**src/common/img_ctrl_pkg.sv**
```systemverilog
package img_ctrl_pkg;

    // ======================================================================
    // Image geometry and stream layout
    // ======================================================================
    localparam int img_width           = 16;
    localparam int img_height          = 16;
    localparam int img_pixel_count     = img_width * img_height;
    localparam int header_word_count   = 8;
    localparam int checksum_word_count = 2;
    localparam int padding_word_count  = 4;

    // Statistics are taken on a coarse grid of the frame
    localparam int stat_sample_period = 4;

    // Thumbnail keeps the top-left 2x2 corner of every 8x8 group
    localparam int thumb_group = 8;
    localparam int thumb_keep  = 2;

    // ======================================================================
    // Vector types
    // ======================================================================
    typedef logic [11:0]                       pixel_t;
    typedef logic [15:0]                       word_t;
    typedef logic [7:0]                        buf_addr_t;
    typedef logic [8:0]                        pixel_count_t;
    typedef logic [8:0]                        stat_count_t;
    typedef logic [header_word_count*16-1:0]   header_t;
    typedef logic [checksum_word_count*16-1:0] checksum_t;

    typedef enum logic [1:0] {
        cap_idle,
        cap_wait_frame,
        cap_skip_check,
        cap_capture
    } capture_state_t;

    typedef enum logic [2:0] {
        ro_idle,
        ro_header,
        ro_pixels,
        ro_drain,
        ro_checksum,
        ro_padding,
        ro_done
    } readout_state_t;

endpackage

```
**src/capture/pixel_capture.sv**
```systemverilog
module pixel_capture (
    input  logic                       clk,
    input  logic                       reset,
    input  logic                       cmd_capture,
    input  logic                       cmd_skip_count,
    input  img_ctrl_pkg::pixel_t       img_d,
    input  logic                       img_fv,
    input  logic                       img_lv,
    output logic                       wr_en,
    output img_ctrl_pkg::buf_addr_t    wr_addr,
    output img_ctrl_pkg::word_t        wr_data,
    output logic                       capture_done,
    output img_ctrl_pkg::pixel_count_t pixel_count,
    output img_ctrl_pkg::stat_count_t  highlight_count,
    output img_ctrl_pkg::stat_count_t  shadow_count
);
    import img_ctrl_pkg::*;

    capture_state_t state;
    pixel_t d_q;
    pixel_t stat_px;
    logic fv_q;
    logic lv_q;
    logic fv_prev;
    logic lv_prev;
    logic frame_start;
    logic skip_count;
    logic stat_en;
    logic [$clog2(img_width)-1:0]  col;
    logic [$clog2(img_height)-1:0] row;

    assign frame_start = fv_q && !fv_prev;

    // Sensor input registers
    always_ff @(posedge clk) begin
        d_q <= img_d;
        if (reset) begin
            fv_q    <= 1'b0;
            lv_q    <= 1'b0;
            fv_prev <= 1'b0;
            lv_prev <= 1'b0;
        end else begin
            fv_q    <= img_fv;
            lv_q    <= img_lv;
            fv_prev <= fv_q;
            lv_prev <= lv_q;
        end
    end

    // Position inside the frame, used for the statistics grid
    always_ff @(posedge clk) begin
        if (reset) begin
            col <= '0;
            row <= '0;
        end else begin
            if (!lv_q) col <= '0;
            else       col <= col + 1'b1;

            if (!fv_q)                  row <= '0;
            else if (lv_prev && !lv_q)  row <= row + 1'b1;
        end
    end

    // ======================================================================
    // Capture FSM
    // ======================================================================
    always_ff @(posedge clk) begin
        // Little endian: low 8 bits go first on the wire
        wr_data <= {d_q[7:0], 4'b0000, d_q[11:8]};
        stat_px <= d_q;

        if (reset) begin
            state           <= cap_idle;
            wr_en           <= 1'b0;
            wr_addr         <= '0;
            capture_done    <= 1'b0;
            stat_en         <= 1'b0;
            skip_count      <= 1'b0;
            pixel_count     <= '0;
            highlight_count <= '0;
            shadow_count    <= '0;
        end else begin
            wr_en        <= 1'b0;
            capture_done <= 1'b0;
            stat_en      <= 1'b0;

            if (wr_en) begin
                wr_addr     <= wr_addr + 1'b1;
                pixel_count <= pixel_count + 1'b1;
            end

            // Top 7 bits decide highlight or shadow
            if (stat_en) begin
                if (&stat_px[11:5])       highlight_count <= highlight_count + 1'b1;
                else if (~|stat_px[11:5]) shadow_count <= shadow_count + 1'b1;
            end

            case (state)
                cap_wait_frame: begin
                    if (frame_start) state <= cap_skip_check;
                end

                cap_skip_check: begin
                    skip_count <= skip_count - 1'b1;
                    if (skip_count) state <= cap_wait_frame;
                    else            state <= cap_capture;
                end

                cap_capture: begin
                    wr_en   <= lv_q;
                    stat_en <= lv_q && (col % stat_sample_period == 0)
                                    && (row % stat_sample_period == 0);
                    if (!fv_q) begin
                        capture_done <= 1'b1;
                        state        <= cap_idle;
                    end
                end

                default: ;
            endcase

            // A new command restarts the capture from scratch
            if (cmd_capture) begin
                state           <= cap_wait_frame;
                skip_count      <= cmd_skip_count;
                wr_en           <= 1'b0;
                stat_en         <= 1'b0;
                wr_addr         <= '0;
                pixel_count     <= '0;
                highlight_count <= '0;
                shadow_count    <= '0;
            end
        end
    end

    a_write_in_capture: assert property (
        @(posedge clk) disable iff (reset) wr_en |-> state == cap_capture
    );

endmodule

```
**src/hdl/frame_buffer.sv**
```systemverilog
module frame_buffer (
    input  logic                    clk,
    input  logic                    reset,
    input  logic                    wr_en,
    input  img_ctrl_pkg::buf_addr_t wr_addr,
    input  img_ctrl_pkg::word_t     wr_data,
    input  logic                    rd_start,
    input  logic                    rd_take,
    output logic                    rd_valid,
    output img_ctrl_pkg::word_t     rd_data
);
    import img_ctrl_pkg::*;

    word_t mem [img_pixel_count];
    buf_addr_t rd_addr;
    buf_addr_t rd_addr_next;
    pixel_count_t remaining;

    assign rd_valid = (remaining != 0);

    // Rewind wins over a take in the same cycle
    always_comb begin
        if (rd_start)     rd_addr_next = '0;
        else if (rd_take) rd_addr_next = rd_addr + 1'b1;
        else              rd_addr_next = rd_addr;
    end

    always_ff @(posedge clk) begin
        if (wr_en) mem[wr_addr] <= wr_data;
        rd_data <= mem[rd_addr_next];
    end

    always_ff @(posedge clk) begin
        if (reset) begin
            rd_addr   <= '0;
            remaining <= '0;
        end else begin
            rd_addr <= rd_addr_next;
            if (rd_start)     remaining <= pixel_count_t'(img_pixel_count);
            else if (rd_take) remaining <= remaining - 1'b1;
        end
    end

    a_take_when_valid: assert property (
        @(posedge clk) disable iff (reset) rd_take |-> rd_valid
    );

endmodule

```
**src/hdl/fletcher_checksum.sv**
```systemverilog
module fletcher_checksum (
    input  logic                    clk,
    input  logic                    reset,
    input  logic                    sum_clear,
    input  logic                    sum_en,
    input  img_ctrl_pkg::word_t     din,
    output img_ctrl_pkg::checksum_t sum
);
    import img_ctrl_pkg::*;

    word_t sum1;
    word_t sum2;
    word_t sum1_next;

    // Addition modulo 65535
    function automatic word_t mod_add(word_t a, word_t b);
        logic [16:0] t;
        t = a + b;
        if (t >= 17'd65535) t = t - 17'd65535;
        return t[15:0];
    endfunction

    // Words are summed as the host sees them, byte swapped
    assign sum1_next = mod_add(sum1, {din[7:0], din[15:8]});
    assign sum = {sum2, sum1};

    always_ff @(posedge clk) begin
        if (reset || sum_clear) begin
            sum1 <= '0;
            sum2 <= '0;
        end else if (sum_en) begin
            sum1 <= sum1_next;
            sum2 <= mod_add(sum2, sum1_next);
        end
    end

endmodule

```
**src/readout/readout_sequencer.sv**
```systemverilog
module readout_sequencer (
    input  logic                    clk,
    input  logic                    reset,
    input  logic                    cmd_readout,
    input  img_ctrl_pkg::header_t   cmd_header,
    input  logic                    cmd_thumb,
    input  logic                    rd_valid,
    input  img_ctrl_pkg::word_t     rd_data,
    input  img_ctrl_pkg::checksum_t sum,
    input  logic                    readout_trigger,
    output logic                    rd_start,
    output logic                    rd_take,
    output logic                    sum_clear,
    output logic                    sum_en,
    output logic                    readout_start,
    output logic                    readout_ready,
    output img_ctrl_pkg::word_t     readout_data,
    output logic                    readout_done
);
    import img_ctrl_pkg::*;

    readout_state_t state;
    header_t shift_data;
    logic [3:0] word_count;
    logic thumb_en;
    logic [$clog2(img_width)-1:0]  col;
    logic [$clog2(img_height)-1:0] row;
    logic data_load;
    logic shift_load;
    logic pixel_keep;

    // Output register is free when empty or drained this cycle
    assign data_load  = !readout_ready || readout_trigger;
    assign shift_load = data_load && (word_count != 0);
    assign rd_take    = (state == ro_pixels) && rd_valid && data_load;

    assign pixel_keep = !thumb_en || (((col % thumb_group) < thumb_keep)
                                   && ((row % thumb_group) < thumb_keep));

    // Pixel position of the word on rd_data
    always_ff @(posedge clk) begin
        if (reset || cmd_readout) begin
            col <= '0;
            row <= '0;
        end else if (rd_take) begin
            col <= col + 1'b1;
            if (col == img_width - 1) row <= row + 1'b1;
        end
    end

    // ======================================================================
    // Readout FSM
    // ======================================================================
    always_ff @(posedge clk) begin
        if (reset) begin
            state         <= ro_idle;
            word_count    <= '0;
            thumb_en      <= 1'b0;
            rd_start      <= 1'b0;
            sum_clear     <= 1'b0;
            sum_en        <= 1'b0;
            readout_start <= 1'b0;
            readout_ready <= 1'b0;
            readout_done  <= 1'b0;
        end else begin
            rd_start      <= 1'b0;
            sum_clear     <= 1'b0;
            sum_en        <= 1'b0;
            readout_start <= 1'b0;
            if (readout_trigger) readout_ready <= 1'b0;

            // Header, checksum and padding all leave MSW first from shift_data
            if (shift_load && (state == ro_header || state == ro_checksum
                               || state == ro_padding)) begin
                readout_data  <= shift_data[$bits(header_t)-1 -: 16];
                shift_data    <= shift_data << 16;
                word_count    <= word_count - 1'b1;
                readout_ready <= 1'b1;
                sum_en        <= (state == ro_header);
            end

            case (state)
                ro_header: begin
                    if (word_count == 0) state <= ro_pixels;
                end

                ro_pixels: begin
                    if (!rd_valid) begin
                        state <= ro_drain;
                    end else if (rd_take && pixel_keep) begin
                        readout_data  <= rd_data;
                        readout_ready <= 1'b1;
                        sum_en        <= 1'b1;
                    end
                end

                // Hold until no checksum update is in flight
                ro_drain: begin
                    if (!sum_en) begin
                        shift_data <= {sum[7:0], sum[15:8], sum[23:16], sum[31:24],
                                       {($bits(header_t)-32){1'b0}}};
                        word_count <= 4'(checksum_word_count);
                        state      <= ro_checksum;
                    end
                end

                ro_checksum: begin
                    if (word_count == 0) begin
                        word_count <= 4'(padding_word_count);
                        state      <= ro_padding;
                    end
                end

                // Done only once the last zero word has been taken
                ro_padding: begin
                    if (word_count == 0 && readout_ready && readout_trigger) begin
                        readout_done <= 1'b1;
                        state        <= ro_done;
                    end
                end

                default: ;
            endcase

            if (cmd_readout) begin
                state         <= ro_header;
                shift_data    <= cmd_header;
                word_count    <= 4'(header_word_count);
                thumb_en      <= cmd_thumb;
                rd_start      <= 1'b1;
                sum_clear     <= 1'b1;
                sum_en        <= 1'b0;
                readout_start <= 1'b1;
                readout_ready <= 1'b0;
                readout_done  <= 1'b0;
            end
        end
    end

    a_data_held: assert property (
        @(posedge clk) disable iff (reset)
        (readout_ready && !readout_trigger) |=> $stable(readout_data)
    );

endmodule

```
**src/hdl/img_controller.sv**
```systemverilog
module img_controller (
    input  logic                       clk,
    input  logic                       reset,
    input  logic                       cmd_capture,
    input  logic                       cmd_skip_count,
    input  logic                       cmd_readout,
    input  img_ctrl_pkg::header_t      cmd_header,
    input  logic                       cmd_thumb,
    input  img_ctrl_pkg::pixel_t       img_d,
    input  logic                       img_fv,
    input  logic                       img_lv,
    input  logic                       readout_trigger,
    output logic                       status_capture_done,
    output img_ctrl_pkg::pixel_count_t status_pixel_count,
    output img_ctrl_pkg::stat_count_t  status_highlight_count,
    output img_ctrl_pkg::stat_count_t  status_shadow_count,
    output logic                       readout_start,
    output logic                       readout_ready,
    output img_ctrl_pkg::word_t        readout_data,
    output logic                       readout_done
);
    import img_ctrl_pkg::*;

    // Capture to buffer
    logic      wr_en;
    buf_addr_t wr_addr;
    word_t     wr_data;

    // Buffer to readout
    logic      rd_start;
    logic      rd_take;
    logic      rd_valid;
    word_t     rd_data;

    // Checksum
    logic      sum_clear;
    logic      sum_en;
    checksum_t sum;

    pixel_capture capture_i (
        .clk             (clk),
        .reset           (reset),
        .cmd_capture     (cmd_capture),
        .cmd_skip_count  (cmd_skip_count),
        .img_d           (img_d),
        .img_fv          (img_fv),
        .img_lv          (img_lv),
        .wr_en           (wr_en),
        .wr_addr         (wr_addr),
        .wr_data         (wr_data),
        .capture_done    (status_capture_done),
        .pixel_count     (status_pixel_count),
        .highlight_count (status_highlight_count),
        .shadow_count    (status_shadow_count)
    );

    frame_buffer buffer_i (
        .clk      (clk),
        .reset    (reset),
        .wr_en    (wr_en),
        .wr_addr  (wr_addr),
        .wr_data  (wr_data),
        .rd_start (rd_start),
        .rd_take  (rd_take),
        .rd_valid (rd_valid),
        .rd_data  (rd_data)
    );

    fletcher_checksum checksum_i (
        .clk       (clk),
        .reset     (reset),
        .sum_clear (sum_clear),
        .sum_en    (sum_en),
        .din       (readout_data),
        .sum       (sum)
    );

    readout_sequencer sequencer_i (
        .clk             (clk),
        .reset           (reset),
        .cmd_readout     (cmd_readout),
        .cmd_header      (cmd_header),
        .cmd_thumb       (cmd_thumb),
        .rd_valid        (rd_valid),
        .rd_data         (rd_data),
        .sum             (sum),
        .readout_trigger (readout_trigger),
        .rd_start        (rd_start),
        .rd_take         (rd_take),
        .sum_clear       (sum_clear),
        .sum_en          (sum_en),
        .readout_start   (readout_start),
        .readout_ready   (readout_ready),
        .readout_data    (readout_data),
        .readout_done    (readout_done)
    );

endmodule

```
**config.mk**
```make
export PLATFORM = sky130hd
export DESIGN_NAME = img_controller
export DESIGN_NICKNAME = d
export VERILOG_FILES = /design/src/common/img_ctrl_pkg.sv /design/src/capture/pixel_capture.sv /design/src/hdl/frame_buffer.sv /design/src/hdl/fletcher_checksum.sv /design/src/readout/readout_sequencer.sv /design/src/hdl/img_controller.sv
export SDC_FILE = /design/constraint.sdc
export NUM_CORES = 2
export LEC_CHECK = 0
export BUFFER_PORTS_ARGS = -buffer_cell sky130_fd_sc_hd__buf_2
export CORE_MARGIN = 2
export CORE_UTILIZATION = 45
export DETAILED_ROUTE_END_ITERATION = 6
export PLACE_DENSITY = 0.64
export SLEW_MARGIN = 20
export SYNTH_ARGS = -nofsm -noshare
export SYNTH_HDL_FRONTEND = slang
export SYNTH_SLANG_ARGS = --single-unit
```
**constraint.sdc**
```tcl
create_clock -name clk -period 7.6 [get_ports clk]
set_input_delay 1.52 -clock clk [delete_from_list [all_inputs] [get_ports clk]]
set_output_delay 1.52 -clock clk [all_outputs]
set_load 0.1 [all_outputs]
```
==> run summary <==
H-tree level count -> 5
maximum VDD drop -> 0.191 mV
layout cells sized above 1 -> 15.1%
Remaining DRCs -> 7
first-pass GRT wire length -> 535 mm
crit path cell chain -> ha_1 -> inv_1 -> fa_1 -> nand2b_1 -> a21oi_1 -> o41a_1 -> xor2_1 -> nand2_1 -> nor4b_1 -> a41oi_1 -> buf_4 -> or3_1 -> xnor2_1 -> ha_1 -> a21o_1 -> a22o_1 -> a2111oi_0 -> a21oi_1 -> a311oi_1 -> nand4_1 -> or2_2 -> o2111ai_1 -> o311a_1
drt total wl -> 372 mm
Max Slew Vio Count -> 0
max incr delay on CP -> 0.53 ns
number of global-route vias before repair -> 76500
Area Overhead vs Synth -> 13.6%
slew at the pin with the worst max-slew slack -> 1.24 ns
Area contributors post-synth -> edfxtp_1 (72%), mux2i_1 (7.6%), nand2_1 (2.7%), mux4_2 (2.4%), dfxtp_1 (2.3%)
maximum root-to-sink buffer count -> 4
hold depth -> 0
CTS tree -> done
Yosys reg bits -> 3369
largest net degree at the start of global routing -> 171
worst r2r src -> sequencer_i.readout_data[8]
sequential fraction of the synthesis area -> 73.8%
post-CTS sizing -> 0
Die ar. -> 304000 um^2
worst hold endpoint -> capture_i.stat_px[0]
DR vias -> 79100
TritonCTS Sinks -> 3369
GRT Util Overall -> 23.9%
critical path launch point type -> flop
crit path max fanout -> 12
status -> finished with violations
cts hold-fix bufs -> 0
GP Congestion -> 0.890
worst clock skew -> 0.0865 ns
Final Non-Filler Cells -> 13200
reg2reg end -> checksum_i.sum2[1]
chip height -> 552 um
Worst R2R Setup Slack -> 0.49 ns
initial core utilization -> 45.1%
drt initial violations -> 10000
Placed Cells -> 12600
Avg WL per Cell -> 28.1 um
syn_area_per_cell -> 15.6 um^2
WP data arrival -> 7.88 ns
top cells by count, synth -> edfxtp_1 (3216), mux2i_1 (1027), nand2_1 (983)
Tot Pwr -> 38.3 mW
core box area -> 299000 um^2
Die W -> 552 um
P_leak -> 48.0 nW
Port Buffers -> 195
Post-Syn Area -> 135000 um^2
dpl hpwl -> 226 mm
final hold vios -> 0
postcts setup bufs -> 0
Worst-Skew Late Latency -> 0.91 ns
Critical Path End Type -> flop
WP data required -> 8.38 ns
hold slack final -> 0.324 ns
Setup TNS Final -> 0 ns
reg2reg path depth -> 23
Row Count -> 201
most frequent cell after synthesis -> edfxtp_1
Max-Cap Viols -> 0
period utilisation layout -> 93.5%
FFs w/ async S/R, synth -> 0%
gate count after technology mapping -> 8641
Final nets -> 9183
RSZ-0062 raised after global routing -> no
Final ANT Viol Nets -> 0
critical path class -> reg -> reg
clock root cell -> clkbuf_16
beginning of the worst hold path -> capture_i.d_q[0]
CP max stage cell -> nor4b_1
Clk pin slew, worst setup/hold paths -> 0.06 ns
fmax -> 0.141 GHz
Synth top area share -> 71.5%
iteration count of the initial detailed-routing pass -> 7
post-DR vias/cell -> 5.98
Final Critical Period -> 7.11 ns
Distinct cells, synth -> 92
Synth area leader -> edfxtp_1
syn nets -> 8845
# setup viols final -> 0
grt ovf -> 0
violated checks -> DRC
total CTS buffers -> 348
EDFF count, synth -> 3216
worst min path class -> reg -> reg
power per cell area -> 250 nW/um^2
Main synth FF type -> edfxtp_1
YS warnings -> 0
IO Count -> 196
initial antenna violation count -> 29
max_slew headroom -> 17.6%
-- metrics by stage --
| stage | area (um^2) | util [%] | setup WS, ns |
|---|---|---|---|
| after floorplan | 135000 | - | 0.645 |
| after global placement | 142000 | 47.4 | 0.378 |
| after detailed placement | 142000 | 47.4 | 0.690 |
| after CTS | 153000 | 51.2 | 0.619 |
| after global routing | 153000 | 51.3 | 0.0807 |
| final | 153000 | 51.3 | 0.494 |
-- worst max-delay path, delay by kind of cell, from the launching register on --
family	cells	cell delay [ns]
and+or+nand+nor	6	1.83
buffers and inverters	2	0.34
DFF	1	0.37
adders and majority gates	3	0.98
AOI/OAI and AO/OA	10	2.84
xor gates and xnor gates	2	0.64
-- flip-flops by register name, indices dropped and copies added (netlist names), 8 cells and up --
register / count
buffer_i.remaining: 9
capture_i.highlight_count: 9
capture_i.d_q: 12
sequencer_i.shift_data: 128
capture_i.shadow_count: 9
checksum_i.sum2: 16
checksum_i.sum1: 16
capture_i.wr_addr: 8
buffer_i.mem: 3072
capture_i.pixel_count: 9
capture_i.stat_px: 11
buffer_i.rd_data: 12
sequencer_i.readout_data: 16
buffer_i.rd_addr: 8
-- where the power goes --
part | total (mW) | internal (mW) | switching [mW] | leakage, nW
sequential | 20.5 | 20.4 | 0.106 | 30.3
combinational | 0.948 | 0.254 | 0.694 | 12.2
clock | 16.8 | 9.68 | 7.16 | 5.48
-- worst max-delay path by stage --
stage	startpoint	to	slack [ns]
floorplan	sequencer_i.readout_data[8]	checksum_i.sum2[1]	0.65
global placement	readout_trigger	buffer_i.rd_data[2]	0.38
CTS	sequencer_i.readout_data[8]	checksum_i.sum2[1]	0.62
global route	sequencer_i.readout_data[8]	checksum_i.sum2[0]	0.08
finish	sequencer_i.readout_data[8]	checksum_i.sum2[1]	0.49
detailed placement	sequencer_i.readout_data[8]	checksum_i.sum2[1]	0.69
-- per-layer routing --
layer / vias to the layer above / GRT usage, % / share of wire (%)
met1: 40200 / 33.7 / 40
met5: - / 0 / 0.036
li1: 34300 / - / -
met2: 3951 / 37.5 / 46
met3: 620 / 4.59 / 10
met4: 10 / 8.00 / 3.5
-- kinds of logic (layout without fill, tap and decap cells) --
kind of cell | count (synthesis) | in the layout | synth area share [%]
AOI/OAI and AO/OA | 1558 | 1558 | 7.30
xor gates and xnor gates | 81 | 81 | 0.526
adders and majority gates | 55 | 55 | 0.521
buffers and inverters | 589 | 1214 | 1.97
DFF | 3369 | 3369 | 73.8
muxes | 1172 | 1172 | 10.0
other | 0 | 16 | 0
and+or+nand+nor | 1817 | 1817 | 5.85
-- area by class of cell --
class                      count  area [um^2]
fill                       24100       146000
sequential                  3369        99700
multi-input combinational   4683        33300
clock buffer                 423         9130
tap                         3958         4950
timing repair buffer         536         4090
clock inverter               214         2100
inverter                      41          159
antenna                       16         40.0
-- layout by cell type (no fill, tap or decap), types with 22 or more instances in the layout --
master     Yosys  routed
nand2_1      983     980
nor4_1        55      52
o211ai_1      25      25
clkinv_2       0      72
nand4_1       22      22
buf_12         1      43
dfxtp_1      153     141
o22ai_1      296     296
a22o_1        56      56
ha_1          53      53
a211oi_1      33      33
a21oi_1      479     479
clkbuf_16      0     352
xnor2_1       34      34
edfxtp_1    3216    3216
o221ai_1     118     118
a2111oi_0     40      38
nor2b_1       27      26
a22oi_1       22      22
nor3_1        75      75
mux4_2       141     141
nor2_1       421     293
buf_4         28     295
buf_2        162     196
inv_1         41      40
xor2_1        47      47
clkinv_1       0      68
o21ai_0      308     306
clkbuf_1     268      66
or4_1         48      48
mux2i_1     1027    1027
nor2_2         0     127
bufinv_16      0      32
and3_1        24      24
nand3_1       48      45
(Power assumes the default switching activity.)
